--- src/source/video_timing_pkg.sv ---
//**************************************************************************
// Video timing package
// Frame geometry of the 6.7 MHz raster and the per-pixel timing bundle
//**************************************************************************
`default_nettype none

package video_timing_pkg;

    localparam int PIX_DIV      = 8;    // 53.6 MHz down to 6.7 MHz
    localparam int PIX_DIV_W    = $clog2(PIX_DIV);

    localparam int H_TOTAL      = 384;
    localparam int H_ACTIVE     = 288;
    localparam int H_SYNC_START = 312;
    localparam int H_SYNC_END   = 344;  // First pixel after sync

    localparam int V_TOTAL      = 264;
    localparam int V_ACTIVE     = 216;
    localparam int V_SYNC_START = 232;
    localparam int V_SYNC_END   = 240;

    localparam int COORD_W      = 9;

    typedef logic [COORD_W-1:0] coord_t;

    // One pixel's counters and strobes
    typedef struct packed {
        coord_t h;
        coord_t v;
        logic   hblank;
        logic   vblank;
        logic   hsync;
        logic   vsync;
        logic   de;
    } vid_timing_t;

endpackage

`default_nettype wire

--- src/source/video_regs_pkg.sv ---
//**************************************************************************
// Video register package
// CPU register map, layer pixel bundle, palette index and colour types
//**************************************************************************
`default_nettype none

package video_regs_pkg;

    localparam logic [1:0] REG_B1SX = 2'd0;  // Back scroll X low byte
    localparam logic [1:0] REG_B1SY = 2'd1;  // Back scroll Y low byte
    localparam logic [1:0] REG_BSET = 2'd2;
    localparam logic [1:0] REG_SSET = 2'd3;  // Side colour bank

    // Enable mask bit positions, as on the board's layer debug mask
    localparam int ENA_SIDE  = 0;
    localparam int ENA_BACK  = 1;
    localparam int ENA_FRONT = 2;

    localparam logic [1:0] LAYER_BACK  = 2'd1;
    localparam logic [1:0] LAYER_FRONT = 2'd2;
    localparam logic [1:0] LAYER_SIDE  = 2'd3;

    localparam logic [3:0] TRANSPARENT_NIB = 4'h0;
    localparam int         PAL_DEPTH       = 1024;

    // BSET layout
    typedef struct packed {
        logic [4:0] rsvd;
        logic       inv;   // Flip screen
        logic       b1x8;
        logic       b1y8;
    } attr_bits_t;

    typedef union packed {
        logic [7:0] scroll_lsb;
        attr_bits_t attr;
    } cpu_data_u;

    typedef struct packed {
        video_timing_pkg::coord_t scroll_x;
        video_timing_pkg::coord_t scroll_y;
        logic                     inv;
        logic [2:0]               side_bank;
    } video_regs_t;

    typedef struct packed {
        logic [3:0] side;
        logic [7:0] front;
        logic [7:0] back;
        logic [2:0] ena;
    } layer_px_t;

    typedef struct packed {
        logic [1:0] layer;
        logic [7:0] px;
    } pal_index_t;

    typedef struct packed {
        logic [3:0] r;
        logic [3:0] g;
        logic [3:0] b;
    } rgb_t;

endpackage

`default_nettype wire

--- src/source/video_registers.sv ---
//**************************************************************************
// Video registers
// Decodes CPU writes into back scroll, flip and side bank state
//**************************************************************************
`timescale 1ns/1ps
`default_nettype none

module video_registers
    import video_regs_pkg::*;
(
    input  logic        i_clk,
    input  logic        i_rst_n,
    input  logic        i_reg_we,
    input  logic [1:0]  i_reg_addr,
    input  cpu_data_u   i_reg_data,
    output video_regs_t o_regs
);

    always_ff @(posedge i_clk) begin
        if (!i_rst_n) begin
            o_regs <= '0;
        end else if (i_reg_we) begin
            case (i_reg_addr)
                REG_B1SX: begin
                    o_regs.scroll_x[7:0] <= i_reg_data.scroll_lsb;
                end
                REG_B1SY: begin
                    o_regs.scroll_y[7:0] <= i_reg_data.scroll_lsb;
                end
                // Ninth scroll bits share a byte with the flip bit
                REG_BSET: begin
                    o_regs.inv         <= i_reg_data.attr.inv;
                    o_regs.scroll_x[8] <= i_reg_data.attr.b1x8;
                    o_regs.scroll_y[8] <= i_reg_data.attr.b1y8;
                end
                REG_SSET: begin
                    o_regs.side_bank <= i_reg_data[2:0];  // SD6~4 on the board
                end
            endcase
        end
    end

endmodule

`default_nettype wire

--- config.mk ---
export PLATFORM = sky130hd
export DESIGN_NAME = video_registers
export DESIGN_NICKNAME = d
export VERILOG_FILES = /design/src/source/video_timing_pkg.sv /design/src/source/video_regs_pkg.sv /design/src/source/video_registers.sv
export SDC_FILE = /design/constraint.sdc
export NUM_CORES = 1
export LEC_CHECK = 0
export BUFFER_PORTS_ARGS = -buffer_cell sky130_fd_sc_hd__buf_4
export CORE_AREA = 2 2 46 48
export CTS_CLUSTER_DIAMETER = 60
export CTS_CLUSTER_SIZE = 8
export DETAILED_ROUTE_END_ITERATION = 7
export DIE_AREA = 0 0 48 50
export PLACE_DENSITY = 0.74
export SETUP_SLACK_MARGIN = 0.2
export SLEW_MARGIN = 20
export SYNTH_ARGS = -nofsm -noshare
export SYNTH_HDL_FRONTEND = slang
export SYNTH_SLANG_ARGS = --single-unit
--- constraint.sdc ---
create_clock -name i_clk -period 2.6 [get_ports i_clk]
set_clock_uncertainty 0.15 [all_clocks]
set_input_delay 0.52 -clock i_clk [delete_from_list [all_inputs] [get_ports i_clk]]
set_output_delay 0.52 -clock i_clk [all_outputs]
set_load 0.03 [all_outputs]
[Word level (Yosys, flattened, before mapping)]
Cells that the tools add are included.
Word-level totals
  bits in read-only memories: 0
  bits in registers: 22
  bits in latches: 0
  word-level logic and storage cells: 14
  output and inout bits: 22
  input bits: 13
  memories: 0
  RAM bits: 0
Operators by class
  shifts and indexed selects: 0
  multiplexer cells: 0
  magnitude comparators: 0
  multipliers: 0
  bitwise gates (word level): 0
  div/mod/pow operators: 0
  reductions and logical operators: 5
  equal/unequal tests: 3
  add/sub/neg operators: 0
Operators by type and width (number)
  AND reduction 2 bit: 4
  equality test 2 bit, second input constant: 2
  equality test 2 x 1 -> 1 bit, second input constant: 1
  logical NOT 2 bit: 1

[Logic depth before layout (Yosys ltp)]
  depth after elaboration: 2
  mapped depth: 3
  mapped depth without buffers: 2

[Worst setup path before layout]
Ideal clock, no wire load.
  path kind: input -> register
  from: input port i_reg_addr[0]
  to: register o_regs[13] (netlist name)
  setup time: 0.120 ns
  path slack: 1.180 ns
  path buffers: 1
  stages: 3
  arrival: 1.149 ns
  data required time: 2.330 ns
  cell sequence: or3b_1 buf_6 mux2i_1
On the way
  longest elaborated chain between the ends: 2
Ends and longest elaborated chain
  from (decl): RTL line video_registers.sv:14  | input logic [1:0] i_reg_addr,
  logical NOT 2 bit: RTL line video_registers.sv:23  | case (i_reg_addr)
  AND reduction 2 bit (no source line)
  to (decl): RTL line video_registers.sv:16  | output video_regs_t o_regs
No other way between the ends.
A chain may end at the register's enable or synchronous reset.

[Worst setup path in the final report]
  from: register o_regs[21] (netlist name)
  to: output port o_regs[21] (netlist name)
No word-level cell between the ends.

==> flow_summary.toml <==
[clock_network]
worstSkewPairLatency_ns = 0.29
clkSlewWorstSetupHoldPaths_ns = 0.12
cts.repair.resized = 0
cts.sinks = 22
cts_buffers = 3
htree_levels = 1
cts.path.max_buffers = 2
post_cts_buffers = 0
cts_hold_buf = 0
tritoncts = "built"
clockRootBuffer = "clkbuf_4"

[synth]
synth_nets = 96
yosysSeqAreaShare_pct = 52.9
synth_enable_flop_cells = 0
postSynthAreaPerCell_um2 = 10.0
syn_area_um2 = 832
yosys-top-cells-count = "nand2_1, dfxtp_1, mux2i_1"
yosysMostFrequentCell = "nand2_1"
synthTopCellsByArea = "dfxtp_1, mux2i_1, nand2_1, buf_6, clkbuf_1"
yosys_most_used_dff = "dfxtp_1"
yosysWarnings = 0
syn-instance-count = 83
synth-seq-cells = 22
netlist.area_leader.share_pct = 52.9
async_flop_share_pct = 0
synth_top_area_cell = "dfxtp_1"
yosysUniqueCellTypes = 10

[cells_and_area]
synthToLayoutAreaGrowth_pct = 35.8
drive_gt1_share_pct = 33.6
fin_nets = 130
num_antenna_cells = 0
reg_top3 = "o_regs (22)"
largest_register_ffs = 22
postLayoutCoreUtil_pct = 59.4
regMostFlops = "o_regs"
fillers = 170

[worst_setup_path]
path_buf_inv = 1
setup.worst_path.start = "o_regs[21]"
r2r_cells = 2
cpPeakStageDelay_ns = 0.36
r2r-end = "o_regs[17]"
end_kind = "primary output"
crit_path_max_fanout = 2
path_cells = "buf_4"
crit_end = "o_regs[21]"
path_class = "reg -> out"
cp_top_family = "flip-flops"
cp.arrival_ns = 0.82
worst-path-stages = 1
worstSetupStartpointType = "register"
r2r-start = "o_regs[17]"
slowest_stage = "dfxtp_1"
regToRegSetupSlack_ns = 1.83
crit_required_ns = 1.93

[floorplan]
ios = 35
initial_utilization_pct = 43.8
dieArea_um2 = 2400
chipWidth_um = 48
fp-row-count = 16
die_y_um = 50
core_area_um2 = 1900

[power]
peakVddDrop_mv = 0.288
power_leakage_nw = 0.572
p_per_area_nw_per_um2 = 559

[route]
ant_nets = 0
dr_total_vias = 665
viasPerCell = 4.65
drtIter0Drc = 8
wl_per_cell_um = 12.0
first_pass_iters = 4
wirelength_um = 1720
drc = 0

[global_routing]
antenna_found_initial = 0
grt_pass1_wl_um = 2770
grt_max_degree = 31
overflow = 0
grt_use_total_pct = 16.2
grt_pass1_vias = 656

[outcome]
status = "finished, final reports clean"

[sta]
tightestPinTransition_ns = 0.448
fmax_mhz = 669
finalCritPeriodShare_pct = 57.5
hold_viol_final = 0
layout_min_cycle_time_ns = 1.49
slew_headroom_pct = 70.2
setup_violations = 0
tns_ns = 0
rsz0062_at_grt = "false"
slew_viol_final = 0

[placed_design]
io_buffer_count = 34
gp_congestion = 0.731
dp_hpwl_um = 1300

[hold_path]
hp-class = "reg -> reg"

[job]
maxCapViolations = 0
==> metrics by stage <==
step           cells  setup WS (ns)  hold WS [ns]  total power [mW]  area [um^2]
6_report         143           1.11         0.316             0.631         1130
5_1_grt          143           1.05         0.336             0.661         1130
4_1_cts          143           1.09         0.320             0.642         1130
3_5_place_dp     139          0.882         0.302             0.456         1090
3_3_place_gp     139          0.915         0.294             0.453         1090
2_1_floorplan     83           1.18         0.433             0.417          832
==> power by group <==
part           switching, mW  internal [mW]
sequential           0.00591          0.349
combinational         0.0532         0.0389
clock                 0.0989         0.0853
==> layout make-up <==
| type | count | area (um^2) | area share [%] |
|---|---|---|---|
| Clock buffer | 4 | 36.3 | 3.21 |
| Multi-Input combinational cell | 56 | 364 | 32.2 |
| Sequential cell | 22 | 440 | 39.0 |
| Tap cell | 27 | 33.8 | 2.99 |
| Timing Repair Buffer | 34 | 255 | 22.6 |
==> cells in the final DEF, fill, tap and decap left out <==
cell      count
nand3b_1      1
and3b_2       1
or3b_1        1
buf_4        34
nand2_1      30
dfxtp_1      22
clkbuf_8      1
nand3_1       1
mux2i_1      22
clkbuf_4      3
==> worst min path at each step <==
stage	from	end	slack (ns)	depth (start not counted)
finish	o_regs[8]	o_regs[8]	0.32	2
global route	i_reg_data[7]	o_regs[11]	0.34	3
CTS	o_regs[8]	o_regs[8]	0.32	2
detailed placement	o_regs[8]	o_regs[8]	0.30	2
global placement	o_regs[6]	o_regs[6]	0.29	2
floorplan	o_regs[10]	o_regs[10]	0.43	2
==> layer usage <==
metal  track usage (%)  part of all wire (%)  vias to the layer above
li1                  -                     -                      338
met1              18.7                    41                      313
met2              27.6                    54                       14
met3              2.20                   4.0                        0
met4              8.11                     0                        0
met5                 0                     0                        -
==> logic make-up after synthesis <==
family / count (synthesis) / share of synthesized area [%]
flops: 22 / 52.9
mux: 22 / 26.5
simple gates: 34 / 17.3
buf+inv: 5 / 3.31
Note: power is estimated with default switching activity, not from simulation.
