==> src/source/video_timing_pkg.sv <==
//**************************************************************************
// Video timing package
// Frame geometry of the 6.7 MHz raster and the per-pixel timing bundle
//**************************************************************************
`default_nettype none

package video_timing_pkg;

    localparam int PIX_DIV      = 8;    // 53.6 MHz down to 6.7 MHz
    localparam int PIX_DIV_W    = $clog2(PIX_DIV);

    localparam int H_TOTAL      = 384;
    localparam int H_ACTIVE     = 288;
    localparam int H_SYNC_START = 312;
    localparam int H_SYNC_END   = 344;  // First pixel after sync

    localparam int V_TOTAL      = 264;
    localparam int V_ACTIVE     = 216;
    localparam int V_SYNC_START = 232;
    localparam int V_SYNC_END   = 240;

    localparam int COORD_W      = 9;

    typedef logic [COORD_W-1:0] coord_t;

    // One pixel's counters and strobes
    typedef struct packed {
        coord_t h;
        coord_t v;
        logic   hblank;
        logic   vblank;
        logic   hsync;
        logic   vsync;
        logic   de;
    } vid_timing_t;

endpackage

`default_nettype wire

==> src/source/video_regs_pkg.sv <==
//**************************************************************************
// Video register package
// CPU register map, layer pixel bundle, palette index and colour types
//**************************************************************************
`default_nettype none

package video_regs_pkg;

    localparam logic [1:0] REG_B1SX = 2'd0;  // Back scroll X low byte
    localparam logic [1:0] REG_B1SY = 2'd1;  // Back scroll Y low byte
    localparam logic [1:0] REG_BSET = 2'd2;
    localparam logic [1:0] REG_SSET = 2'd3;  // Side colour bank

    // Enable mask bit positions, as on the board's layer debug mask
    localparam int ENA_SIDE  = 0;
    localparam int ENA_BACK  = 1;
    localparam int ENA_FRONT = 2;

    localparam logic [1:0] LAYER_BACK  = 2'd1;
    localparam logic [1:0] LAYER_FRONT = 2'd2;
    localparam logic [1:0] LAYER_SIDE  = 2'd3;

    localparam logic [3:0] TRANSPARENT_NIB = 4'h0;
    localparam int         PAL_DEPTH       = 1024;

    // BSET layout
    typedef struct packed {
        logic [4:0] rsvd;
        logic       inv;   // Flip screen
        logic       b1x8;
        logic       b1y8;
    } attr_bits_t;

    typedef union packed {
        logic [7:0] scroll_lsb;
        attr_bits_t attr;
    } cpu_data_u;

    typedef struct packed {
        video_timing_pkg::coord_t scroll_x;
        video_timing_pkg::coord_t scroll_y;
        logic                     inv;
        logic [2:0]               side_bank;
    } video_regs_t;

    typedef struct packed {
        logic [3:0] side;
        logic [7:0] front;
        logic [7:0] back;
        logic [2:0] ena;
    } layer_px_t;

    typedef struct packed {
        logic [1:0] layer;
        logic [7:0] px;
    } pal_index_t;

    typedef struct packed {
        logic [3:0] r;
        logic [3:0] g;
        logic [3:0] b;
    } rgb_t;

endpackage

`default_nettype wire

==> src/source/scroll_coord.sv <==
//**************************************************************************
// Back layer coordinate stage
// Registers the timing and applies flip and scroll to the screen position
//**************************************************************************
`timescale 1ns/1ps
`default_nettype none

module scroll_coord
    import video_timing_pkg::*;
    import video_regs_pkg::*;
(
    input  logic        i_clk,
    input  logic        i_rst_n,
    input  logic        i_pix_en,
    input  vid_timing_t i_timing,
    input  video_regs_t i_regs,
    output vid_timing_t o_timing,
    output coord_t      o_back_x,
    output coord_t      o_back_y
);

    coord_t flip_x;
    coord_t flip_y;

    // Flipped screen counts down from 511
    assign flip_x = i_regs.inv ? ~i_timing.h : i_timing.h;
    assign flip_y = i_regs.inv ? ~i_timing.v : i_timing.v;

    always_ff @(posedge i_clk) begin
        if (!i_rst_n) begin
            o_timing <= '0;
            o_back_x <= '0;
            o_back_y <= '0;
        end else if (i_pix_en) begin
            o_timing <= i_timing;
            o_back_x <= flip_x + i_regs.scroll_x;  // Wraps at 512
            o_back_y <= flip_y + i_regs.scroll_y;
        end
    end

endmodule

`default_nettype wire

==> config.mk <==
export PLATFORM = sky130hd
export DESIGN_NAME = scroll_coord
export DESIGN_NICKNAME = d
export VERILOG_FILES = /design/src/source/video_timing_pkg.sv /design/src/source/video_regs_pkg.sv /design/src/source/scroll_coord.sv
export SDC_FILE = /design/constraint.sdc
export NUM_CORES = 1
export LEC_CHECK = 0
export BUFFER_PORTS_ARGS = -buffer_cell sky130_fd_sc_hd__buf_2
export CORE_MARGIN = 2
export CORE_UTILIZATION = 45
export CTS_BUF_LIST = sky130_fd_sc_hd__clkbuf_4 sky130_fd_sc_hd__clkbuf_8
export DETAILED_ROUTE_END_ITERATION = 12
export PLACE_DENSITY = 0.74
export SYNTH_ARGS = -nofsm -noshare
export SYNTH_HDL_FRONTEND = slang
export SYNTH_SLANG_ARGS = --single-unit
==> constraint.sdc <==
create_clock -name i_clk -period 3.45 [get_ports i_clk]
set_input_delay 0.8625 -clock i_clk [delete_from_list [all_inputs] [get_ports i_clk]]
set_output_delay 0.8625 -clock i_clk [all_outputs]
set_load 0.005 [all_outputs]
[Word-level counts from Yosys, hierarchy flattened]
Index checks and enable logic that the tools add are counted.
Operators by class
  add/sub/neg operators: 2
  muxes and demuxes: 2
  bitwise logic cells: 2
Operators with widths (count)
  9-bit adder: 2
  9-bit 2-to-1 mux: 2
  9-bit NOT: 2
Storage, ports and cells
  register bits: 41
  input port bits: 48
  output and inout port bits: 41
  logic and storage cells: 15

[Depth between registers and ports, before layout]
  word-level depth: 3
  gate-level depth with buffers: 11
  gate-level depth less buffers: 9

[Least setup slack after synthesis]
OpenSTA, ideal clock, no wires.
  path type: input -> register
  start: in i_regs[3] (netlist bit)
  end: reg o_back_y[8]
  setup time: 86 ps
  arrival: 2745 ps
  data required time: 3364 ps
  path slack: 619 ps
  cell stages on the path: 11
  cell sequence: buf_6 > buf_2 > xor2_1 > ha_1 > inv_1 > fa_1 > nand2b_1 > a21oi_1 > o22ai_2 > xnor2_1 > a211oi_1
Between the ends
  word-level cells in the longest chain between the ends: 2
Ends and longest elaborated chain
  from (decl): RTL line scroll_coord.sv:16  | input video_regs_t i_regs,
  9-bit 2-to-1 mux: RTL line scroll_coord.sv:27  | assign flip_y = i_regs.inv ? ~i_timing.v : i_timing.v;
  9-bit adder: RTL line scroll_coord.sv:37  | o_back_y <= flip_y + i_regs.scroll_y;
  to (signal assigned): RTL line scroll_coord.sv:37
  to (decl): RTL line scroll_coord.sv:19  | output coord_t o_back_y
Every way passes these cells.
A chain may end at the register's enable or synchronous reset.

[Worst setup path after layout]
  start: in i_regs[3] (netlist bit)
  end: reg o_back_x[8]
Between the ends
  word-level cells in the longest chain between the ends: 2
Ends and longest elaborated chain
  9-bit 2-to-1 mux: RTL line scroll_coord.sv:26  | assign flip_x = i_regs.inv ? ~i_timing.h : i_timing.h;
  9-bit adder: RTL line scroll_coord.sv:36  | o_back_x <= flip_x + i_regs.scroll_x;
  to (signal assigned): RTL line scroll_coord.sv:36
  to (decl): RTL line scroll_coord.sv:18  | output coord_t o_back_x,
Every way passes these cells.

==> impl_results.md <==
- Status: complete, no violations
- Post-Route Setup TNS: 0 ns
- Clk Tree Root Cell: clkbuf_8
- 1st-iter DRT viols: 59
- Largest family of logic cells by synthesized area: simple AND/OR/NAND/NOR gates
- Cell count after synthesis: 254
- Placed Cells: 399
- Largest net degree at the start of global routing: 38
- Fin area: 2890 sq um
- Startpoint types: primary input
- Post-synthesis mux area share: approximately an eighth
- Predominant post-synthesis flop cell: dfxtp_1
- Hold Crit Class: register to register
- Adder-cell share of the synthesized area: 10.4%
- FFs w/ async S/R, synth: 0%
- Post-layout min period: about 2.7 ns
- Crit Path Max Fanout: 13
- Post-Synth Simple-Gate Area: approximately 16%
- Syn Nets: 320
- Sequential-to-total area share from yosys stat: 35.5%
- Max_cap viols: 0
- TritonCTS clock tree: built
- Grt total ovfl: 0
- Area grow syn2layout: 25.0%
- Fmax: 372 MHz
- RSZ-0062 raised after global routing: false
- Routability cong.: 0.776
- Layout Skew: 0 ns
- Die Area: 5720 sq um
- Top-count cell post-synth: nor2_1
- First-pass GRT wire length: 7.98 mm
- Crit Path Class: primary input to register
- Htree depth: 2
- Critical path, cell by cell: buf_2, xor2_1, ha_1, inv_1, fa_1, nand2b_1, a21oi_1, o22ai_1, xnor2_1, a211oi_1
- Vias in the first global route: 1832
- Placed wire-length estimate: 3.82 mm
- Leak: 1.45 nW
- CP Capture Type: register
- Yosys reg bits: 41
- Hold bufs inserted after CTS: 0
- Row Count: 26
- CP bufs+invs: 2
- Critical Path AT: 2.89 ns
- Post-CTS Repair Setup Buffers: 0
- DR vias/cell: ~4.8
- Worst path top cell family by delay: adder cells
- Post-synth EDFFs: 0
- CP peak stage delay: 0.40 ns
- Antenna violations before repair: 0
- Worst slew pin tran: ~0.63 ns
- Vert. Die Dim: 75.7 um
- DR WL/cell: 12.2 um
- CP max stage cell: fa_1
- Detailed-router iteration count before antenna repair: 4
- Final Non-Filler Cells: between 400 and 500
- Reg clk slew, reported paths: 0.07 ns
- I/O Pins: 89
- IO buf count: 85
- PD cells: approximately 430 nW/um^2
- NumNets Final: around 400
- Synthesized cell area: between 2000 and 2500 sq um
- Via Count: 1960
- Count of final setup violators: 0
- Synth top area cells: dfxtp_1, mux2i_1, ha_1
- Ant. Diodes: 0
- Post-place instance area: 2780 sq um
- Fin. Hold Viols: 0
- Yosys cell types: 29
- Initial core utilization: 45.8%
- Remaining antenna violation count after routing: 0
- Clock Tree Buf Depth: 2
- Core area: 5040 sq um
- DRC viols: 0
- Clock latency on the worst-skew pair: a little under 0.3 ns
- Synth cell count leaders: nor2_1, dfxtp_1, mux2i_1, xor2_1, ha_1
- Sink Count: 41
- Syn_area_per_cell: 9.10 sq um
- Xor/xnor cell area share of the yosys netlist: 10.6%
- Max-slew headroom: between 50% and 60%
- Complex-gate fraction of the synthesized area: 11.2%
- Resized Gates After CTS: 0
- Share of cells above drive strength 1: 29.5%
- Total routed wirelength: between 4 and 5 mm
- Maximum VDD drop: 0.215 mV
- Synth Warn #: 0
- Total global-route track usage: 18.0%
- TritonCTS buffer count: 5
- Slew Limit Fails: 0
- Die X: 75.7 um
- WP data required: around 3.7 ns
- Post-synth top area share: 35.5%
- Fin crit share: 77.9%
- Area leader, netlist: dfxtp_1
## sequential cells by signal, summed over array words and instances, names as in the netlist
signal / flops
o_back_y: 9
o_timing: 23
o_back_x: 9
## worst reg2reg max path, stage by stage (launching register included)
cell and delay [ns]:
dfxtp_1 0.32, nor3b_1 0.14, a31oi_1 0.18, o211ai_1 0.11
## placed cells by master, fill, tap and decap left out, drive strengths merged, types with 10 or more instances in the layout
cell	n
buf	88
a21oi	10
mux2i	29
o21ai	10
dfxtp	41
ha	16
xor2	20
nor2	47
## cell type report
class	count	area, sq um
inverter	7	26.3
multi-input combinational	193	1400
clock buffer	5	68.8
tap	70	87.6
clock inverter	2	35.0
sequential	41	821
fill	467	2150
timing repair buffer	88	448
## logic make-up (layout without fill, tap and decap cells)
logic type | Yosys count | count (layout)
AO/OA/AOI/OAI | 40 | 40
XOR/XNOR | 28 | 28
adder cells (fa/ha/maj) | 18 | 18
buffers and inverters | 20 | 102
flip-flops | 41 | 41
multiplexers | 29 | 29
AND/OR/NAND/NOR | 78 | 78
## metrics by stage
step	power, W	worst slack [ns]	hold slack [ns]	utilization [%]
after floorplan	0.000782	0.619	0.472	-
after global placement	0.000887	0.491	0.467	55.2
after detailed placement	0.000898	0.452	0.468	55.2
after CTS	0.00127	0.748	0.478	57.3
after global routing	0.00133	0.591	0.509	57.3
final	0.00125	0.764	0.482	57.3
## report_power, final
group          internal, W  leakage, nW  total, W  switching, W
Sequential        0.000517        0.339  0.000536     0.0000196
Combinational     0.000169         1.05  0.000347      0.000179
Clock             0.000210       0.0540  0.000370      0.000159
## metal layers
metal	vias to the layer above	GRT usage, %	part of all wire, %
met1	869	23.6	47
met2	57	28.8	46
met3	6	3.57	4.7
met4	0	7.99	1.7
li1	1028	-	-
met5	-	0	0
## path summary, 6_finish.rpt
check | from | end | slack [ns] | depth (start not counted)
worst max-delay path | i_regs[3] | o_back_x[8] | 0.76 | 10
worst min-delay path | o_back_y[1] | o_back_y[1] | 0.48 | 2
worst max register to register | o_back_x[5] | o_back_x[5] | 2.60 | 3
worst min register to register | o_back_y[1] | o_back_y[1] | 0.48 | 2
No activity file was read; power rests on OpenSTA's default activity.
