### src/source/video_timing_pkg.sv
//**************************************************************************
// Video timing package
// Frame geometry of the 6.7 MHz raster and the per-pixel timing bundle
//**************************************************************************
`default_nettype none

package video_timing_pkg;

    localparam int PIX_DIV      = 8;    // 53.6 MHz down to 6.7 MHz
    localparam int PIX_DIV_W    = $clog2(PIX_DIV);

    localparam int H_TOTAL      = 384;
    localparam int H_ACTIVE     = 288;
    localparam int H_SYNC_START = 312;
    localparam int H_SYNC_END   = 344;  // First pixel after sync

    localparam int V_TOTAL      = 264;
    localparam int V_ACTIVE     = 216;
    localparam int V_SYNC_START = 232;
    localparam int V_SYNC_END   = 240;

    localparam int COORD_W      = 9;

    typedef logic [COORD_W-1:0] coord_t;

    // One pixel's counters and strobes
    typedef struct packed {
        coord_t h;
        coord_t v;
        logic   hblank;
        logic   vblank;
        logic   hsync;
        logic   vsync;
        logic   de;
    } vid_timing_t;

endpackage

`default_nettype wire

### src/source/video_timing.sv
//**************************************************************************
// Video timing generator
// Pixel clock enable plus H/V counters with blank, sync and display enable
//**************************************************************************
`timescale 1ns/1ps
`default_nettype none

module video_timing
    import video_timing_pkg::*;
(
    input  logic        i_clk,    // 53.6 MHz
    input  logic        i_rst_n,
    output logic        o_pix_en,
    output vid_timing_t o_timing
);

    logic [PIX_DIV_W-1:0] div_cnt;
    coord_t               h_cnt;
    coord_t               v_cnt;
    logic                 h_wrap;
    logic                 v_wrap;

    assign o_pix_en = (div_cnt == PIX_DIV_W'(PIX_DIV - 1));
    assign h_wrap   = (h_cnt == COORD_W'(H_TOTAL - 1));
    assign v_wrap   = (v_cnt == COORD_W'(V_TOTAL - 1));

    always_ff @(posedge i_clk) begin
        if (!i_rst_n) begin
            div_cnt <= '0;
        end else if (o_pix_en) begin
            div_cnt <= '0;
        end else begin
            div_cnt <= div_cnt + 1'b1;
        end
    end

    // Raster counters step once per pixel
    always_ff @(posedge i_clk) begin
        if (!i_rst_n) begin
            h_cnt <= '0;
            v_cnt <= '0;
        end else if (o_pix_en) begin
            if (h_wrap) begin
                h_cnt <= '0;
                v_cnt <= v_wrap ? '0 : v_cnt + 1'b1;  // New line
            end else begin
                h_cnt <= h_cnt + 1'b1;
            end
        end
    end

    always_comb begin
        o_timing.h      = h_cnt;
        o_timing.v      = v_cnt;
        o_timing.hblank = (h_cnt >= COORD_W'(H_ACTIVE));
        o_timing.vblank = (v_cnt >= COORD_W'(V_ACTIVE));
        o_timing.hsync  = (h_cnt >= COORD_W'(H_SYNC_START)) &&
                          (h_cnt <  COORD_W'(H_SYNC_END));
        o_timing.vsync  = (v_cnt >= COORD_W'(V_SYNC_START)) &&
                          (v_cnt <  COORD_W'(V_SYNC_END));
        o_timing.de     = (h_cnt < COORD_W'(H_ACTIVE)) && (v_cnt < COORD_W'(V_ACTIVE));
    end

endmodule

`default_nettype wire

### config.mk
export PLATFORM = sky130hd
export DESIGN_NAME = video_timing
export DESIGN_NICKNAME = d
export VERILOG_FILES = /design/src/source/video_timing_pkg.sv /design/src/source/video_timing.sv
export SDC_FILE = /design/constraint.sdc
export NUM_CORES = 1
export LEC_CHECK = 0
export BUFFER_PORTS_ARGS = -buffer_cell sky130_fd_sc_hd__buf_2
export CAP_MARGIN = 20
export CORE_UTILIZATION = 54
export CTS_BUF_LIST = sky130_fd_sc_hd__clkbuf_8
export CTS_CLUSTER_DIAMETER = 80
export DETAILED_ROUTE_END_ITERATION = 12
export PLACE_DENSITY = 0.81
export SYNTH_ARGS = -nofsm -noshare
export SYNTH_HDL_FRONTEND = slang
export SYNTH_SLANG_ARGS = --single-unit
export TNS_END_PERCENT = 1
### constraint.sdc
create_clock -name i_clk -period 2.7 [get_ports i_clk]
set_input_delay 0.27 -clock i_clk [delete_from_list [all_inputs] [get_ports i_clk]]
set_output_delay 0.27 -clock i_clk [all_outputs]
set_load 0.005 [all_outputs]
**Word level (Yosys, flattened, before mapping)**

Cells that the tools add are included.

- Bitwise logic cells: 1
- Eq/ne operators: 3
- Reductions and logical operators: 5
- $add $sub $neg: 3
- Magnitude comparators: 8
- Muxes and demuxes: 2

Operators with widths:

| kind | count |
|---|---|
| $add 9x1->9 const B | 2 |
| $eq 9x9->1 const B | 2 |
| $ge 9x8->1 const B | 2 |
| $ge 9x9->1 const B | 2 |
| $lt 9x8->1 const B | 2 |
| $lt 9x9->1 const B | 2 |
| $mux 9 | 2 |
| $add 3x1->3 const B | 1 |
| $eq 3x3->1 const B | 1 |
| $logic_and 1x1->1 | 3 |
| $reduce_and 2->1 | 1 |
| $reduce_or 2->1 | 1 |
| $not 1->1 | 1 |

- Bits in registers: 21
- Logic and storage cells: 25
- Input port bits: 2

**Depth between registers and ports, before layout**

- Word-level depth: 2
- Mapped depth: 8
- Mapped depth without buffers: 6

**Worst setup path after synthesis**

No wires, ideal clock.

- Kind: register -> register
- Start point: register div_cnt[0]
- End point: register v_cnt[6]
- Data required time: 2.571 ns
- Stages on the path, launching flop included: 9
- Library setup time: 0.129 ns
- Arrival time: 1.845 ns
- Setup slack: 0.726 ns
- Path buffers: 2
- Clock period less this slack: 1.974 ns
- Cells stage by stage: dfxtp_1 -> ha_1 -> ha_1 -> buf_2 -> nand3_1 -> or3_1 -> buf_2 -> o41ai_1 -> a21oi_1

- Word-level cells in the longest chain between the ends: 2

Ends and longest elaborated chain:

| what | line | source |
|---|---|---|
| start: declaration | video_timing.sv:17 | `logic [PIX_DIV_W-1:0] div_cnt;` |
| start signal: assignment | video_timing.sv:33 | `div_cnt <= div_cnt + 1'b1;` |
| $eq 3x3->1 | video_timing.sv:23 | `assign o_pix_en = (div_cnt == PIX_DIV_W'(PIX_DIV - 1));` |
| via o_pix_en | video_timing.sv:13 | `output logic o_pix_en,` |
| $reduce_and 2->1 (no line) | -- |  |
| end signal: assignment | video_timing.sv:45 | `v_cnt <= v_wrap ? '0 : v_cnt + 1'b1;` |
| end: declaration | video_timing.sv:19 | `coord_t v_cnt;` |

The timed path passes the listed nets, and every way through them passes these cells.
A chain may end at the register's enable or synchronous reset.

**Worst setup path in the final report**

- Start point: register div_cnt[0]
- End point: register v_cnt[6]

- Word-level cells in the longest chain between the ends: 2

Ends and longest elaborated chain:

| what | line |
|---|---|
| $eq 3x3->1 | video_timing.sv:23 |
| $reduce_and 2->1 (no line) | -- |

No other way between the ends.

==> impl_metrics.csv <==
group,metric,value,unit
setup_path,critical_path_class,"flop to flop",
synthesis,synthFlopType,"dfxtp_1",
job,maxCapViolCount,0,
synthesis,yosys_register_bits,21,
clock_tree,cts_buffers,3,
synthesis,syn_nets,131,
clock_tree,cts_setup_buffers,0,
global_route,grt_max_degree,15,
route,wl_per_cell,11.62,um
global_route,grt_pass1_vias,776,
synthesis,synthArstFlopShare,0,%
route,drt.antenna.violating_nets,0,
clock_tree,clk_pin_slew,70,ps
clock_tree,cts.sinks,21,
synthesis,synth_edf_count,0,
floorplan,die_area,2127,um^2
clock_tree,cts_hold_buf,0,
power_and_ir_drop,powerDensity,421.2,nW/um^2
synthesis,ys.warnings.count,0,
floorplan,die_h,46.12,um
route,drt_iter0_drc,13,
power_and_ir_drop,swShare,19.20,%
clock_tree,root_buffer,"clkbuf_8",
route,drc,0,
clock_tree,cts_tree,"yes",
status,status,"completed",
setup_path,cp_max_fo,12,
finish,layout_common_cells,"buf_2, dfxtp_1, nand2_1",
sta,tightest_slew,406.6,ps
finish,final_layout_size_suffix_gt1_share,19.59,%
finish,final_nets,157,
floorplan,core-area,1783,um^2
global_route,antenna_found_initial,0,
floorplan,rows,15,
route,drt_pass1_iterations,4,
finish,antennaDiodeCount,0,
sta,rsz0062_at_grt,"false",
route,vias_per_cell,5.538,
sta,max_freq,0.4448,GHz
floorplan,start_util,58.95,%
placed_design,place_congestion,0.7913,
sta,hold_violations,0,
power_and_ir_drop,p_leak,0.5140,nW
sta,fin_skew,1.004,ps
global_route,grt_usage,21.11,%
finish,syn2layout_area_growth,17.38,%
sta,slew_headroom,72.68,%
sta,slew_violations,0,
setup_path,arrival,2430,ps
synthesis,syn_avg_cell_area,8.545,um^2
global_route,grt_pass1_wl,3.256,mm
global_route,grt_overflow_total,0,
min_path,worstHoldPathType,"input pin to flop",
setup_path,crit_required,2880,ps
floorplan,ioPinCount,26,
sta,timing.final.crit_period,2248,ps
power_and_ir_drop,ir_worst_vdd,0.0002583,V
clock_tree,cts_resized,0,
finish,design_area,1234,um^2
setup_path,startpoint_type,"flop",
sta,setup_viol,0,
synthesis,synthCells,123,
power_and_ir_drop,p_seq_share,60.6,%
synthesis,yosysSeqAreaShare,40.00,%
power_and_ir_drop,clock_power_share,36.5,%
power_and_ir_drop,p_sw,0.09978,mW
floorplan,die_w,46.12,um
placed_design,dp_hpwl,1.528,mm
power_and_ir_drop,p_int,0.4198,mW
sta,post-route-period-util,83.27,%
finish,final_common_cell,"buf_2",
synthesis,synth.distinct_cells,34,
clock_tree,htree_levels,1,
clock_tree,clock_path_buffers,2,
route,vias,958,
sta,finalSetupTns,0,ps
synthesis,netlist_area,1051,um^2
clock_tree,clkLatencyLatePin,250,ps
setup_path,crit_path_end_kind,"flop",
power_and_ir_drop,share_comb_of_total_power,2.9,%
placed_design,portBuffers,25,
placed_design,placed_cell_area,1189,um^2
route,totalWireLength,2.011,mm
[metrics by stage]
stage	setup WS, ps	hold slack (ps)	total power [mW]	utilization (%)	std cells
after floorplan	725.9	404.3	0.3327	-	123
after global placement	556.6	412.6	0.3361	66.67	169
after detailed placement	460.2	427.2	0.3375	66.67	169
after CTS	440.5	366.9	0.5236	69.19	173
after global routing	272.6	375.2	0.5385	69.19	173
final	451.6	369.9	0.5196	69.19	173
[cell families (layout without fill, tap and decap cells)]
kind of cell | after synthesis | count (layout) | synth area share (%)
fa+ha+maj | 6 | 6 | 7.143
xor+xnor | 7 | 7 | 5.833
buf+inv | 10 | 35 | 3.928
mux | 2 | 2 | 1.905
simple gates | 57 | 57 | 28.45
compound gates | 20 | 20 | 12.74
flops | 21 | 21 | 40.00
[cell type report]
| cell class | instances | area (um^2) |
|---|---|---|
| fill | 148 | 549.3 |
| clock inverter | 1 | 3.754 |
| sequential | 21 | 420.4 |
| inverter | 6 | 22.52 |
| clock buffer | 3 | 41.29 |
| tap | 25 | 31.28 |
| multi-input combinational | 92 | 589.3 |
| timing repair buffer | 25 | 125.1 |
[critical path, stage by stage, from the launching register on]
cell and delay (ps):
dfxtp_1 340, ha_1 150, ha_1 360, nand3_1 190
or3_1 560, or3_1 440, a21oi_1 140
[registers in the layout, indices dropped and copies added (netlist names)]
register and count:
h_cnt 9, v_cnt 9, div_cnt 3
[worst paths after layout]
kind                   start          to  slack [ps]  cells past startpoint
setup / recovery  div_cnt[0]    v_cnt[6]         450                      6
hold / removal       i_rst_n    v_cnt[5]         370                      2
setup reg to reg  div_cnt[0]    v_cnt[6]         450                      6
hold reg to reg   div_cnt[0]  div_cnt[0]         430                      1
[synth_stat cells, types with 2 or more instances]
master     n  share of area [%]
dfxtp_1   21                 40
nand2_1   15                5.4
nor2_1    12                4.3
a21oi_1    7                3.3
ha_1       6                7.1
inv_1      6                2.1
nand3_1    6                2.9
or3_1      5                3.0
xor2_1     4                3.3
buf_2      3                1.4
nand2b_1   3                1.8
nand4_1    3                1.8
xnor2_1    3                2.5
mux2i_1    2                1.9
nand3b_1   2                1.4
nor3_1     2               0.95
nor3b_1    2                1.4
o22ai_1    2                1.2
o31a_1     2                1.7
o31ai_1    2                1.4
or4b_1     2                1.9
[power groups by stage]
stage / clock network (mW) / logic (mW) / registers (mW)
floorplan: 0 / 0.0108 / 0.322
global placement: 0 / 0.0141 / 0.322
detailed placement: 0 / 0.0151 / 0.322
CTS: 0.193 / 0.0151 / 0.315
global route: 0.206 / 0.0178 / 0.315
finish: 0.190 / 0.0148 / 0.315
[routing by layer]
| layer | up-vias | wire length [um] | GRT usage [%] |
|---|---|---|---|
| met1 | 438 | 955 | 28.16 |
| met4 | 0 | 15 | 7.059 |
| met3 | 2 | 96 | 3.922 |
| met5 | - | 0 | 0 |
| met2 | 30 | 944 | 34.08 |
| li1 | 488 | - | - |
Power figures use the tool's default switching activity.
