==> config.mk <==
export PLATFORM = sky130hd
export DESIGN_NAME = layer_mixer
export DESIGN_NICKNAME = d
export VERILOG_FILES = /design/src/source/video_timing_pkg.sv /design/src/source/video_regs_pkg.sv /design/src/source/layer_mixer.sv
export SDC_FILE = /design/constraint.sdc
export NUM_CORES = 1
export LEC_CHECK = 0
export BUFFER_PORTS_ARGS = -buffer_cell sky130_fd_sc_hd__buf_2
export CORE_MARGIN = 2
export CORE_UTILIZATION = 42
export CTS_BUF_LIST = sky130_fd_sc_hd__clkbuf_4
export CTS_CLUSTER_SIZE = 28
export DETAILED_ROUTE_END_ITERATION = 10
export PLACE_DENSITY = 0.8
export SYNTH_ARGS = -nofsm -noshare
export SYNTH_HDL_FRONTEND = slang
export SYNTH_SLANG_ARGS = --single-unit
export TNS_END_PERCENT = 50
==> constraint.sdc <==
create_clock -name i_clk -period 1.3 [get_ports i_clk]
set_input_delay 0.13 -clock i_clk [delete_from_list [all_inputs] [get_ports i_clk]]
set_output_delay 0.13 -clock i_clk [all_outputs]
set_load 0.02 [all_outputs]
==> src/source/video_timing_pkg.sv <==
//**************************************************************************
// Video timing package
// Frame geometry of the 6.7 MHz raster and the per-pixel timing bundle
//**************************************************************************
`default_nettype none

package video_timing_pkg;

    localparam int PIX_DIV      = 8;    // 53.6 MHz down to 6.7 MHz
    localparam int PIX_DIV_W    = $clog2(PIX_DIV);

    localparam int H_TOTAL      = 384;
    localparam int H_ACTIVE     = 288;
    localparam int H_SYNC_START = 312;
    localparam int H_SYNC_END   = 344;  // First pixel after sync

    localparam int V_TOTAL      = 264;
    localparam int V_ACTIVE     = 216;
    localparam int V_SYNC_START = 232;
    localparam int V_SYNC_END   = 240;

    localparam int COORD_W      = 9;

    typedef logic [COORD_W-1:0] coord_t;

    // One pixel's counters and strobes
    typedef struct packed {
        coord_t h;
        coord_t v;
        logic   hblank;
        logic   vblank;
        logic   hsync;
        logic   vsync;
        logic   de;
    } vid_timing_t;

endpackage

`default_nettype wire

==> src/source/video_regs_pkg.sv <==
//**************************************************************************
// Video register package
// CPU register map, layer pixel bundle, palette index and colour types
//**************************************************************************
`default_nettype none

package video_regs_pkg;

    localparam logic [1:0] REG_B1SX = 2'd0;  // Back scroll X low byte
    localparam logic [1:0] REG_B1SY = 2'd1;  // Back scroll Y low byte
    localparam logic [1:0] REG_BSET = 2'd2;
    localparam logic [1:0] REG_SSET = 2'd3;  // Side colour bank

    // Enable mask bit positions, as on the board's layer debug mask
    localparam int ENA_SIDE  = 0;
    localparam int ENA_BACK  = 1;
    localparam int ENA_FRONT = 2;

    localparam logic [1:0] LAYER_BACK  = 2'd1;
    localparam logic [1:0] LAYER_FRONT = 2'd2;
    localparam logic [1:0] LAYER_SIDE  = 2'd3;

    localparam logic [3:0] TRANSPARENT_NIB = 4'h0;
    localparam int         PAL_DEPTH       = 1024;

    // BSET layout
    typedef struct packed {
        logic [4:0] rsvd;
        logic       inv;   // Flip screen
        logic       b1x8;
        logic       b1y8;
    } attr_bits_t;

    typedef union packed {
        logic [7:0] scroll_lsb;
        attr_bits_t attr;
    } cpu_data_u;

    typedef struct packed {
        video_timing_pkg::coord_t scroll_x;
        video_timing_pkg::coord_t scroll_y;
        logic                     inv;
        logic [2:0]               side_bank;
    } video_regs_t;

    typedef struct packed {
        logic [3:0] side;
        logic [7:0] front;
        logic [7:0] back;
        logic [2:0] ena;
    } layer_px_t;

    typedef struct packed {
        logic [1:0] layer;
        logic [7:0] px;
    } pal_index_t;

    typedef struct packed {
        logic [3:0] r;
        logic [3:0] g;
        logic [3:0] b;
    } rgb_t;

endpackage

`default_nettype wire

==> src/source/layer_mixer.sv <==
//**************************************************************************
// Layer priority mixer
// Picks side, front or back pixel and forms the palette index
//**************************************************************************
`timescale 1ns/1ps
`default_nettype none

module layer_mixer
    import video_regs_pkg::*;
(
    input  logic       i_clk,
    input  logic       i_rst_n,
    input  logic       i_pix_en,
    input  logic       i_de,
    input  layer_px_t  i_px,
    input  logic [2:0] i_side_bank,
    output pal_index_t o_index,
    output logic       o_de
);

    pal_index_t win_index;
    logic       side_hit;
    logic       front_hit;
    logic       back_hit;

    assign side_hit  = i_px.ena[ENA_SIDE] && (i_px.side != TRANSPARENT_NIB);
    assign front_hit = i_px.ena[ENA_FRONT] && (i_px.front[3:0] != TRANSPARENT_NIB);
    assign back_hit  = i_px.ena[ENA_BACK];  // No see-through colour on back

    always_comb begin
        win_index = '0;
        if (side_hit) begin
            win_index.layer = LAYER_SIDE;
            win_index.px    = {1'b0, i_side_bank, i_px.side};
        end else if (front_hit) begin
            win_index.layer = LAYER_FRONT;
            win_index.px    = i_px.front;
        end else if (back_hit) begin
            win_index.layer = LAYER_BACK;
            win_index.px    = i_px.back;
        end
    end

    always_ff @(posedge i_clk) begin
        if (!i_rst_n) begin
            o_index <= '0;
            o_de    <= 1'b0;
        end else if (i_pix_en) begin
            o_index <= win_index;
            o_de    <= i_de;  // Keeps de aligned with the index
        end
    end

endmodule

`default_nettype wire

Word-level counts from Yosys, hierarchy flattened

Cells that the tools add are included.

Input bits: 30
Output and inout port bits: 11
Register bits: 11

Reduce and logical (&&, ||, !) cells: 4
Multiplexer cells: 3

Operators with widths:

| cell               | count |
|---|---|
| 10-bit two-way mux | 2 |
| 9-bit two-way mux  | 1 |
| 4-bit nonzero test | 2 |
| 1-bit logical AND  | 2 |

Logic depth before layout (Yosys ltp)

Gate-level depths: netlist of the first run.

Word-level depth: 4
Gate-level depth with buffers: 4
Gate-level depth less buffers: 3

Worst setup path before layout of the first run

Ideal clock, no wire load.

Kind: input to register
Start point: input port i_px[11] (netlist name)
End point: register o_index[1] (netlist name)
Library setup time: 0.091 ns
Arrival: 0.974 ns
Path slack: 0.235 ns
Data required time: 1.209 ns
Stages on the path: 4
Cells stage by stage: o41ai_2 > buf_4 > nand3_1 > a311oi_1

Longest elaborated chain between the ends: 4

RTL lines:

| element              | RTL line          | source |
|---|---|---|
| from (decl)          | layer_mixer.sv:15 | `input layer_px_t i_px,` |
| 4-bit nonzero test   | layer_mixer.sv:27 | `assign front_hit = i_px.ena[ENA_FRONT] && (i_px.front[3:0] != TRANSPARENT_NIB);` |
| 1-bit logical AND    | layer_mixer.sv:27 |  |
| 10-bit two-way mux   | layer_mixer.sv:35 | `end else if (front_hit) begin` |
| 10-bit two-way mux   | layer_mixer.sv:32 | `if (side_hit) begin` |
| to (signal assigned) | layer_mixer.sv:49 | `o_index <= win_index;` |
| to (decl)            | layer_mixer.sv:17 | `output pal_index_t o_index,` |

Every way passes these cells.
A chain may end at the register's enable or synchronous reset.

Worst setup path in the final report of the first run

Same ends and word-level chain as after synthesis.

==> flow_summary_export.csv, run 1 <==
group,metric,value,unit
status,outcome,"finished clean",
setup_path,critical_path.startpoint,"i_px[11]",
clock_tree,clock_insertion_delay_worst_skew,0.26,ns
worst_hold_path,hold_path.startpoint,"i_de",
synth,synth.net_count,100,
clock_tree,cts-resized-gates,0,
power,power.leakage,0.4186,nW
floorplanning,floorplan.core_area,1334,µm²
detailed_routing,routed_wirelength,1617,µm
detailed_routing,drc_errors,0,
grt,track_usage,0.1885,
final_layout,seq_area,220.2,µm²
worst_hold_path,worstHoldPathType,"input pin to flip-flop",
timing,timing.setup.tns,0,ns
synth,synth.yosys.seq_area_share,0.3599,
synth,synthTopCellsByCount,"11 x dfxtp_1, 7 x o21ai_0, 6 x inv_1, 6 x nand2_1",
clock_tree,cts_hold_buffers,0,
setup_path,worstPathCellList,"buf_2 -> o41ai_2 -> buf_4 -> nand3_1 -> a311oi_1",
timing,final.setup_skew,0,ns
timing,period_share,0.7725,
final_layout,finish.utilization,0.6454,
final_layout,syn2layout_area_growth,40.70,%
final_layout,finalNetCount,144,
timing,setup_repair_after_global_routing_missed_its_margin,"false",
synth,synthesis.area,611.8,µm²
synth,synthArstFlopShare,0,
floorplanning,initial_utilization,0.4587,
setup_path,regToRegStartpoint,"o_index[0]",
synth,synth_cells,70,
setup_path,cp_data_arrival_time,1.18,ns
detailed_routing,drt_first_pass_iters,5,
timing,slew_headroom,0.7931,
synth,number_of_enable_type_register_cells_in_the_synthesized_netlist,0,
floorplanning,io-pin-count,41,
power,irDropWorstVdd,523.9,µV
synth,synth_flop_type,"dfxtp_1",
clock_tree,cts_tree,"built",
clock_tree,cts.root.buffer_cell,"clkbuf_4",
detailed_routing,wl_per_cell,12.63,µm
clock_tree,cts-root-to-sink-buffers,2,
final_layout,diodes,0,
synth,netlist.area_leader.share,0.3599,
clock_tree,clock_sinks,11,
worst_hold_path,worst_hold_path_cells,3,
detailed_routing,dr_total_vias,694,
power,internal-power,0.5921,mW
synth,avgSynthCellArea,8.741,µm²
placement,io_buffer_count,40,
final_layout,multiInputGateArea,346.6,µm²
grt,first_global_vias,633,
clock_tree,tritoncts.num_buffers,3,
setup_path,setup.reg_to_reg.worst_slack,0.56,ns
timing,timing.final.setup_violations,0,
setup_path,cp_slowest_cell,"o41ai_2",
synth,synth.area.top_cells,"dfxtp_1 36%, mux2i_1 6.5%, o21ai_0 5.7%, a311oi_2 4.9%, a311oi_1 4.3%",
setup_path,worst_r2r_path_depth,2,
floorplanning,die_w,42.17,µm
job,max-cap-violations,0,
synth,yosys_register_bits,11,
power,power-per-cell-area,969.4,nW/µm²
power,power.clock.fraction,0.304,
placement,detailed_place_hpwl,1261,µm
setup_path,critical-path-max-stage-delay,0.35,ns
setup_path,crit_path_max_fanout,11,
grt,globalRoute.totalOverflow,0,
power,switching_power,0.2424,mW
floorplanning,dieHeight,42.17,µm
timing,clock.fmax,995.7,MHz
clock_tree,cts.reportedPaths.clkPinSlew,0.07,ns
timing,timing_worst_slew_pin_value,0.3090,ns
setup_path,worst_r2r_endpoint,"o_index[0]",
timing,drv_slew,0,
synth,synth.largest_area_cell,"dfxtp_1",
setup_path,startpoint_type,"input pin",
power,power_switching_share,0.2905,
final_layout,fill_cells,133,
floorplanning,std_cell_rows,13,
clock_tree,total_setup_buffers_inserted_after_cts,0,
timing,fin_crit,1.004,ns
grt,pin_count_of_the_biggest_net_entering_global_routing,15,
power,seqPwrFrac,0.446,
setup_path,critical_path_end_type,"flip-flop",
placement,globalplace.congestion,0.7967,
synth,synth_cell_types,23,
power,combinational_power_share,0.250,
clock_tree,clock_tree.htree_level_count,1,
setup_path,timing.critical_path.required,1.48,ns
worst_hold_path,hold-path-endpoint,"o_de",
detailed_routing,post_drt_via_cell_ratio,5.422,
synth,synth-warning-count,0,
detailed_routing,ant_nets,0,
detailed_routing,iteration_0_drc_count_of_the_detailed_router,8,
grt,antenna_found_initial,0,
final_layout,final_layout_size_suffix_gt1_frac,0.4690,
grt,grt_pass1_wl,2594,µm
timing,hold_viol_final,0,
setup_path,timing_worst_setup_path_type,"input pin to flip-flop",
floorplanning,area_of_the_die,1778,µm²
synth,yosys.cell_count.top_type,"dfxtp_1",
-- critical path: cells and delay by family --
| kind | cells | cell delay, ns |
|---|---|---|
| simple gates | 1 | 0.09 |
| compound gates | 2 | 0.60 |
| buf+inv | 2 | 0.36 |
-- cells by family after synthesis --
group / share of synthesized area
AND/OR/NAND/NOR: 0.2168
AO/OA/AOI/OAI: 0.2843
flip-flops: 0.3599
buffers and inverters: 0.07361
multiplexers: 0.06544
-- area by class of cell --
type | count | share of cell area
timing repair buffer | 43 | 0.2587
sequential | 11 | 0.2558
inverter | 6 | 0.02616
multi-input combinational | 49 | 0.4026
clock buffer | 4 | 0.03488
tap | 15 | 0.02180
-- power groups by stage --
stage / clock network (mW) / logic [mW] / registers [mW]
2_1_floorplan: 0 / 0.0847 / 0.410
3_3_place_gp: 0 / 0.205 / 0.379
3_5_place_dp: 0 / 0.209 / 0.380
4_1_cts: 0.262 / 0.210 / 0.372
5_1_grt: 0.279 / 0.228 / 0.374
6_report: 0.254 / 0.209 / 0.372
-- cells in the final DEF, fill, tap and decap left out --
master	instances
buf_2	40
dfxtp_1	11
o21ai_0	7
inv_1	6
nand2_1	6
nand3_1	5
nor3_1	5
mux2i_1	4
clkbuf_4	4
a311oi_1	3
and2_1	3
buf_4	3
a21oi_1	2
o32ai_1	2
o2bb2ai_1	2
a311oi_2	2
o41ai_2	1
nor4_4	1
o21a_2	1
o211ai_1	1
or2_2	1
nand3b_1	1
o21ai_1	1
nor2b_1	1
-- per-stage QoR --
step	total power, mW	area, µm²	std cells	setup WS, ns	hold slack, ns
floorplan	0.4952	611.8	70	0.2353	0.2783
global placement	0.5835	830.8	124	0.09011	0.3883
detailed placement	0.5892	830.8	124	0.01430	0.4078
CTS	0.8437	860.8	128	0.2943	0.1296
global route	0.8802	860.8	128	0.2390	0.1329
finish	0.8345	860.8	128	0.2957	0.1359
-- metal layers --
metal,part of all wire,global-route usage,vias up
li1,-,-,344
met1,0.43,0.2324,314
met2,0.47,0.2923,34
met3,0.085,0.03879,2
met4,0.014,0.1250,0
met5,0,0,-
-- worst max-delay path by stage --
| stage | to | slack, ns | cells after the start |
|---|---|---|---|
| floorplan | o_index[1] | 0.24 | 4 |
| global placement | o_index[1] | 0.09 | 5 |
| detailed placement | o_index[1] | 0.01 | 5 |
| CTS | o_index[1] | 0.29 | 5 |
| global route | o_index[5] | 0.24 | 5 |
| finish | o_index[1] | 0.30 | 5 |
-- state kept, by name (all words and copies together), names as in the netlist --
register  flops
o_de          1
o_index      10
(Power assumes the default switching activity.)
==> run 2: changes to the inputs <==
- ABC_AREA: unset -> 1
- CORE_UTILIZATION: 42 -> 40
- PLACE_DENSITY: 0.8 -> 0.76
- clock period: 1.3 -> 0.9 ns (I/O delays scaled with it)
==> run 2 against run 1 <==
Net effect: wire length up 15%; flip-flop and latch count unchanged; largest power group unchanged; worst hold slack worse by 0.084 ns; design area up 16%; total power up 51%; worst setup slack worse by 0.26 ns; clock skew unchanged; synthesized area up 18%; non-clock buffer count up 2; clock-buffer cell count unchanged; critical path type is now flip-flop to output pin; largest cell class unchanged.
==> flow_summary_export.csv, run 2 <==
group,metric,value,unit
status,outcome,"finished clean",
clock_tree,clock_sinks,11,
power,irDropWorstVdd,758.2,µV
synth,yosys_register_bits,11,
grt,first_global_vias,743,
synth,avgSynthCellArea,5.849,µm²
setup_path,timing.critical_path.buf_inv,1,
power,report.power.total,1.256,mW
timing,hold_viol_final,0,
timing,setup_repair_after_global_routing_missed_its_margin,"false",
clock_tree,total_setup_buffers_inserted_after_cts,0,
grt,globalRoute.totalOverflow,0,
synth,synth.net_count,153,
synth,synth.largest_area_cell,"dfxtp_1",
final_layout,commonest_non_fill_non_tap_cell_in_the_layout,"nand2_1",
final_layout,final_layout_size_suffix_gt1_frac,0.3274,
timing,final.setup_skew,0,ns
final_layout,reg_top3,"o_index: 10 flops, o_de: 1 flops",
timing,period_share,0.9618,
detailed_routing,post_drt_via_cell_ratio,4.549,
grt,pin_count_of_the_biggest_net_entering_global_routing,11,
clock_tree,cts_hold_buffers,0,
detailed_routing,drt_first_pass_iters,4,
detailed_routing,ant_nets,0,
floorplanning,initial_utilization,0.4212,
clock_tree,clock_insertion_delay_worst_skew,0.26,ns
timing,fin_crit,0.8656,ns
detailed_routing,iteration_0_drc_count_of_the_detailed_router,11,
setup_path,cp_data_arrival_time,0.78,ns
job,max-cap-violations,0,
setup_path,startpoint_type,"flip-flop",
timing,slew_headroom,0.8168,
final_layout,finalNetCount,199,
synth,synth_flop_type,"dfxtp_1",
placement,io_buffer_count,40,
timing,timing.setup.tns,0,ns
timing,drv_slew,0,
floorplanning,area_of_the_die,2154,µm²
grt,grt_pass1_wl,3015,µm
timing,clock.fmax,1155,MHz
synth,synthesis.area,719.4,µm²
worst_hold_path,worstHoldPathType,"input pin to flip-flop",
clock_tree,cts-resized-gates,0,
final_layout,largest_register_ffs,10,
setup_path,worstPathCellList,"buf_2",
synth,synth_cells,123,
floorplanning,die_w,46.41,µm
setup_path,timing_worst_setup_path_type,"flip-flop to output pin",
setup_path,cp_slowest_cell,"dfxtp_1",
synth,synth.yosys.seq_area_share,0.3061,
clock_tree,cts.reportedPaths.clkPinSlew,0.08,ns
detailed_routing,wl_per_cell,9.601,µm
placement,globalplace.congestion,0.8361,
setup_path,critical_path_end_type,"output pin",
timing,timing_worst_slew_pin_value,0.2744,ns
detailed_routing,drc_errors,0,
synth,synth.area.top_cells,"dfxtp_1 31%, nand2_1 20%, nand3_1 11%, inv_1 9.9%, nor2_1 7.3%",
setup_path,kind_of_cell_adding_the_most_delay_to_the_critical_path,"flip-flops",
grt,antenna_found_initial,0,
final_layout,most_flop_heavy_register,"o_index",
clock_tree,cts.root.buffer_cell,"clkbuf_4",
power,power-per-cell-area,1263,nW/µm²
synth,netlist.area_leader.share,0.3061,
clock_tree,clock_tree.htree_level_count,1,
synth,synthArstFlopShare,0,
setup_path,critical-path-max-stage-delay,0.34,ns
final_layout,diodes,0,
clock_tree,cts_tree,"built",
floorplanning,dieHeight,46.41,µm
clock_tree,tritoncts.num_buffers,3,
power,power.leakage,0.6098,nW
final_layout,fill_cells,174,
detailed_routing,routed_wirelength,1853,µm
timing,timing.final.setup_violations,0,
synth,synth_cell_types,14,
synth,yosys.cell_count.top_type,"nand2_1",
synth,synthTopCellsByCount,"39 x nand2_1, 19 x inv_1, 16 x nand3_1, 14 x nor2_1, 11 x dfxtp_1",
final_layout,mostFrequentLayoutCells,"39 x nand2_1, 38 x buf_2, 19 x inv_1",
synth,number_of_enable_type_register_cells_in_the_synthesized_netlist,0,
setup_path,crit_path_max_fanout,2,
grt,track_usage,0.1981,
synth,synth-warning-count,0,
floorplanning,std_cell_rows,15,
setup_path,timing.critical_path.required,0.81,ns
final_layout,syn2layout_area_growth,38.26,%
floorplanning,floorplan.core_area,1708,µm²
placement,detailed_place_hpwl,1481,µm
floorplanning,io-pin-count,41,
detailed_routing,dr_total_vias,878,
clock_tree,cts-root-to-sink-buffers,2,
==> run 2: cell count changes in the layout (fill, tap and decap cells not counted), moves of 4 or more <==
| cell | change |
|---|---|
| a21oi_1 | +7 |
| nand3_1 | +11 |
| nor3_1 | -5 |
| inv_1 | +13 |
| nor2_1 | +14 |
| mux2i_1 | -4 |
| nand2_1 | +33 |
| buf_4 | +4 |
==> run 2: worst paths after layout <==
kind              startpoint    endpoint  slack, ns  cells after the start
hold reg to reg   o_index[0]  o_index[0]       0.46                      2
hold / removal          i_de        o_de       0.05                      3
setup reg to reg  o_index[5]  o_index[5]       0.16                      4
setup / recovery  o_index[9]  o_index[9]       0.03                      1
==> run 2: layer usage <==
| metal | GRT usage | vias to the layer above | share of wire | wire, µm |
|---|---|---|---|---|
| li1 | - | 470 | - | - |
| met1 | 0.2459 | 384 | 0.43 | 800 |
| met2 | 0.3306 | 22 | 0.52 | 957 |
| met3 | 0.02353 | 2 | 0.044 | 82 |
| met4 | 0.1029 | 0 | 0.0065 | 12 |
| met5 | 0 | - | 0 | 0 |
==> run 2: cells by family after synthesis <==
kind of cell	Yosys count	synth area share
compound gates	16	0.1357
buf+inv	24	0.1443
flops	11	0.3061
simple gates	72	0.4139
==> run 2: final cells by class <==
class,count,area (µm²),area share
inverter,20,75.07,0.07547
sequential,11,220.2,0.2214
clock buffer,4,30.03,0.03019
timing repair buffer,45,242.7,0.2440
tap,25,31.28,0.03145
multi-input combinational,88,395.4,0.3975
==> run 2: per-stage QoR <==
| stage | hold WS [ns] | setup slack [ns] | instance area [µm²] | std cells | util |
|---|---|---|---|---|---|
| 2_1_floorplan | 0.2249 | 0.07014 | 719.4 | 123 | - |
| 3_3_place_gp | 0.3184 | -0.09621 | 959.7 | 189 | 0.5619 |
| 3_5_place_dp | 0.3276 | -0.1419 | 959.7 | 189 | 0.5619 |
| 4_1_cts | 0.04374 | 0.02216 | 989.7 | 193 | 0.5795 |
| 5_1_grt | 0.06883 | 0.003044 | 994.7 | 193 | 0.5824 |
| 6_report | 0.05179 | 0.03437 | 994.7 | 193 | 0.5824 |
==> run 2: power by group <==
part	switching (mW)	internal (mW)	leakage (nW)	total [mW]
registers	0.0143	0.520	0.0909	0.535
logic	0.201	0.146	0.500	0.347
clock network	0.173	0.202	0.0184	0.374
total	0.388	0.868	0.610	1.26
==> run 3: changes to the inputs <==
- CORE_MARGIN: 2 -> 1
==> run 3 against run 2 <==
Net effect: maximum frequency shrank 0.30%; largest power group unchanged; register-to-register slack hardly changed; flip-flop and latch count unchanged; highest routed layer unchanged.
==> flow_summary_export.csv, run 3 (synthesis gave the netlist of run 2 again) <==
group,metric,value,unit
status,outcome,"finished clean",
timing,clock.fmax,1152,MHz
power,irDropWorstVdd,1163,µV
grt,pin_count_of_the_biggest_net_entering_global_routing,11,
detailed_routing,post_drt_via_cell_ratio,4.503,
timing,timing.final.setup_violations,0,
grt,grt_pass1_wl,2953,µm
detailed_routing,drc_errors,0,
setup_path,worstPathCellList,"buf_2",
clock_tree,cts.root.buffer_cell,"clkbuf_4",
floorplanning,io-pin-count,41,
detailed_routing,drt_first_pass_iters,4,
setup_path,timing_worst_setup_path_type,"flip-flop to output pin",
timing,drv_slew,0,
setup_path,timing.critical_path.buf_inv,1,
final_layout,most_flop_heavy_register,"o_index",
power,power-per-cell-area,1254,nW/µm²
setup_path,timing.critical_path.required,0.81,ns
grt,antenna_found_initial,0,
final_layout,multiInputGateArea,395.4,µm²
setup_path,critical-path-max-stage-delay,0.34,ns
final_layout,finish.utilization,0.6264,
clock_tree,clock_tree.htree_level_count,1,
clock_tree,clock_sinks,11,
grt,track_usage,0.2029,
detailed_routing,routed_wirelength,1783,µm
worst_hold_path,worstHoldPathType,"input pin to flip-flop",
setup_path,cp_slowest_cell,"dfxtp_1",
floorplanning,std_cell_rows,14,
final_layout,final_layout_size_suffix_gt1_frac,0.3234,
clock_tree,total_setup_buffers_inserted_after_cts,0,
final_layout,finalNetCount,198,
clock_tree,clock_insertion_delay_worst_skew,0.26,ns
final_layout,seq_area,220.2,µm²
final_layout,fill_cells,166,
timing,setup_repair_after_global_routing_missed_its_margin,"false",
setup_path,kind_of_cell_adding_the_most_delay_to_the_critical_path,"flip-flops",
setup_path,crit_path_max_fanout,2,
timing,final.setup_skew,0,ns
timing,period_share,0.9647,
timing,fin_crit,0.8683,ns
placement,io_buffer_count,40,
timing,timing_worst_slew_pin_value,0.2537,ns
final_layout,mostFrequentLayoutCells,"39 x nand2_1, 38 x buf_2, 19 x inv_1",
setup_path,cp_data_arrival_time,0.78,ns
clock_tree,cts-root-to-sink-buffers,2,
floorplanning,dieHeight,44.41,µm
power,power.leakage,0.6104,nW
detailed_routing,wl_per_cell,9.335,µm
final_layout,largest_register_ffs,10,
clock_tree,tritoncts.num_buffers,3,
detailed_routing,ant_nets,0,
placement,detailed_place_hpwl,1379,µm
detailed_routing,dr_total_vias,860,
final_layout,syn2layout_area_growth,38.78,%
final_layout,commonest_non_fill_non_tap_cell_in_the_layout,"nand2_1",
floorplanning,area_of_the_die,1972,µm²
grt,first_global_vias,764,
final_layout,diodes,0,
job,max-cap-violations,0,
clock_tree,cts_tree,"built",
placement,globalplace.congestion,0.8340,
floorplanning,die_w,44.41,µm
clock_tree,cts.reportedPaths.clkPinSlew,0.06,ns
floorplanning,initial_utilization,0.4513,
final_layout,reg_top3,"o_index: 10 flops, o_de: 1 flops",
setup_path,critical_path_end_type,"output pin",
floorplanning,floorplan.core_area,1594,µm²
clock_tree,cts_hold_buffers,0,
timing,slew_headroom,0.8306,
setup_path,startpoint_type,"flip-flop",
detailed_routing,iteration_0_drc_count_of_the_detailed_router,16,
grt,globalRoute.totalOverflow,0,
timing,holdWs,0.05565,ns
clock_tree,cts-resized-gates,0,
power,report.power.total,1.252,mW
timing,hold_viol_final,0,
==> run 3: cell types whose count changed in the layout (fill, tap and decap cells not counted), sizes merged <==
cell / before / now
buf: 45 / 44
==> run 3: worst paths after layout <==
path	start	endpoint	slack, ns	cells past startpoint
min reg2reg	o_index[3]	o_index[3]	0.47	2
min	i_de	o_de	0.06	3
max	o_index[5]	o_index[5]	0.03	1
max reg2reg	o_index[5]	o_index[5]	0.16	4
==> run 3: final cells by class <==
| cell class | instances | area share |
|---|---|---|
| Multi-Input combinational cell | 88 | 0.3960 |
| Timing Repair Buffer | 44 | 0.2481 |
| Sequential cell | 11 | 0.2206 |
| Inverter | 20 | 0.07519 |
| Clock buffer | 4 | 0.03008 |
| Tap cell | 24 | 0.03008 |
==> run 3: power breakdown <==
part           internal [mW]  switching [mW]  total, mW
combinational          0.151           0.202      0.353
sequential             0.521          0.0163      0.537
clock                  0.202           0.161      0.363
==> run 3: routing by layer <==
metal	part of all wire	GRT usage	vias up
li1	-	-	466
met1	0.44	0.2362	362
met2	0.48	0.3529	30
met3	0.072	0.06122	2
met4	0.0062	0.06667	0
met5	0	0	-
==> run 3: per-stage QoR <==
| stage | instances | cell area (µm²) | worst slack [ns] | TNS, ns |
|---|---|---|---|---|
| after detailed placement | 187 | 963.4 | -0.1620 | -1.087 |
| after global placement | 187 | 963.4 | -0.1012 | -0.6683 |
| after floorplan | 123 | 719.4 | 0.07014 | 0 |
| after CTS | 191 | 993.5 | 0.02598 | 0 |
| final | 191 | 998.5 | 0.03174 | 0 |
| after global routing | 191 | 998.5 | 0.005530 | 0 |
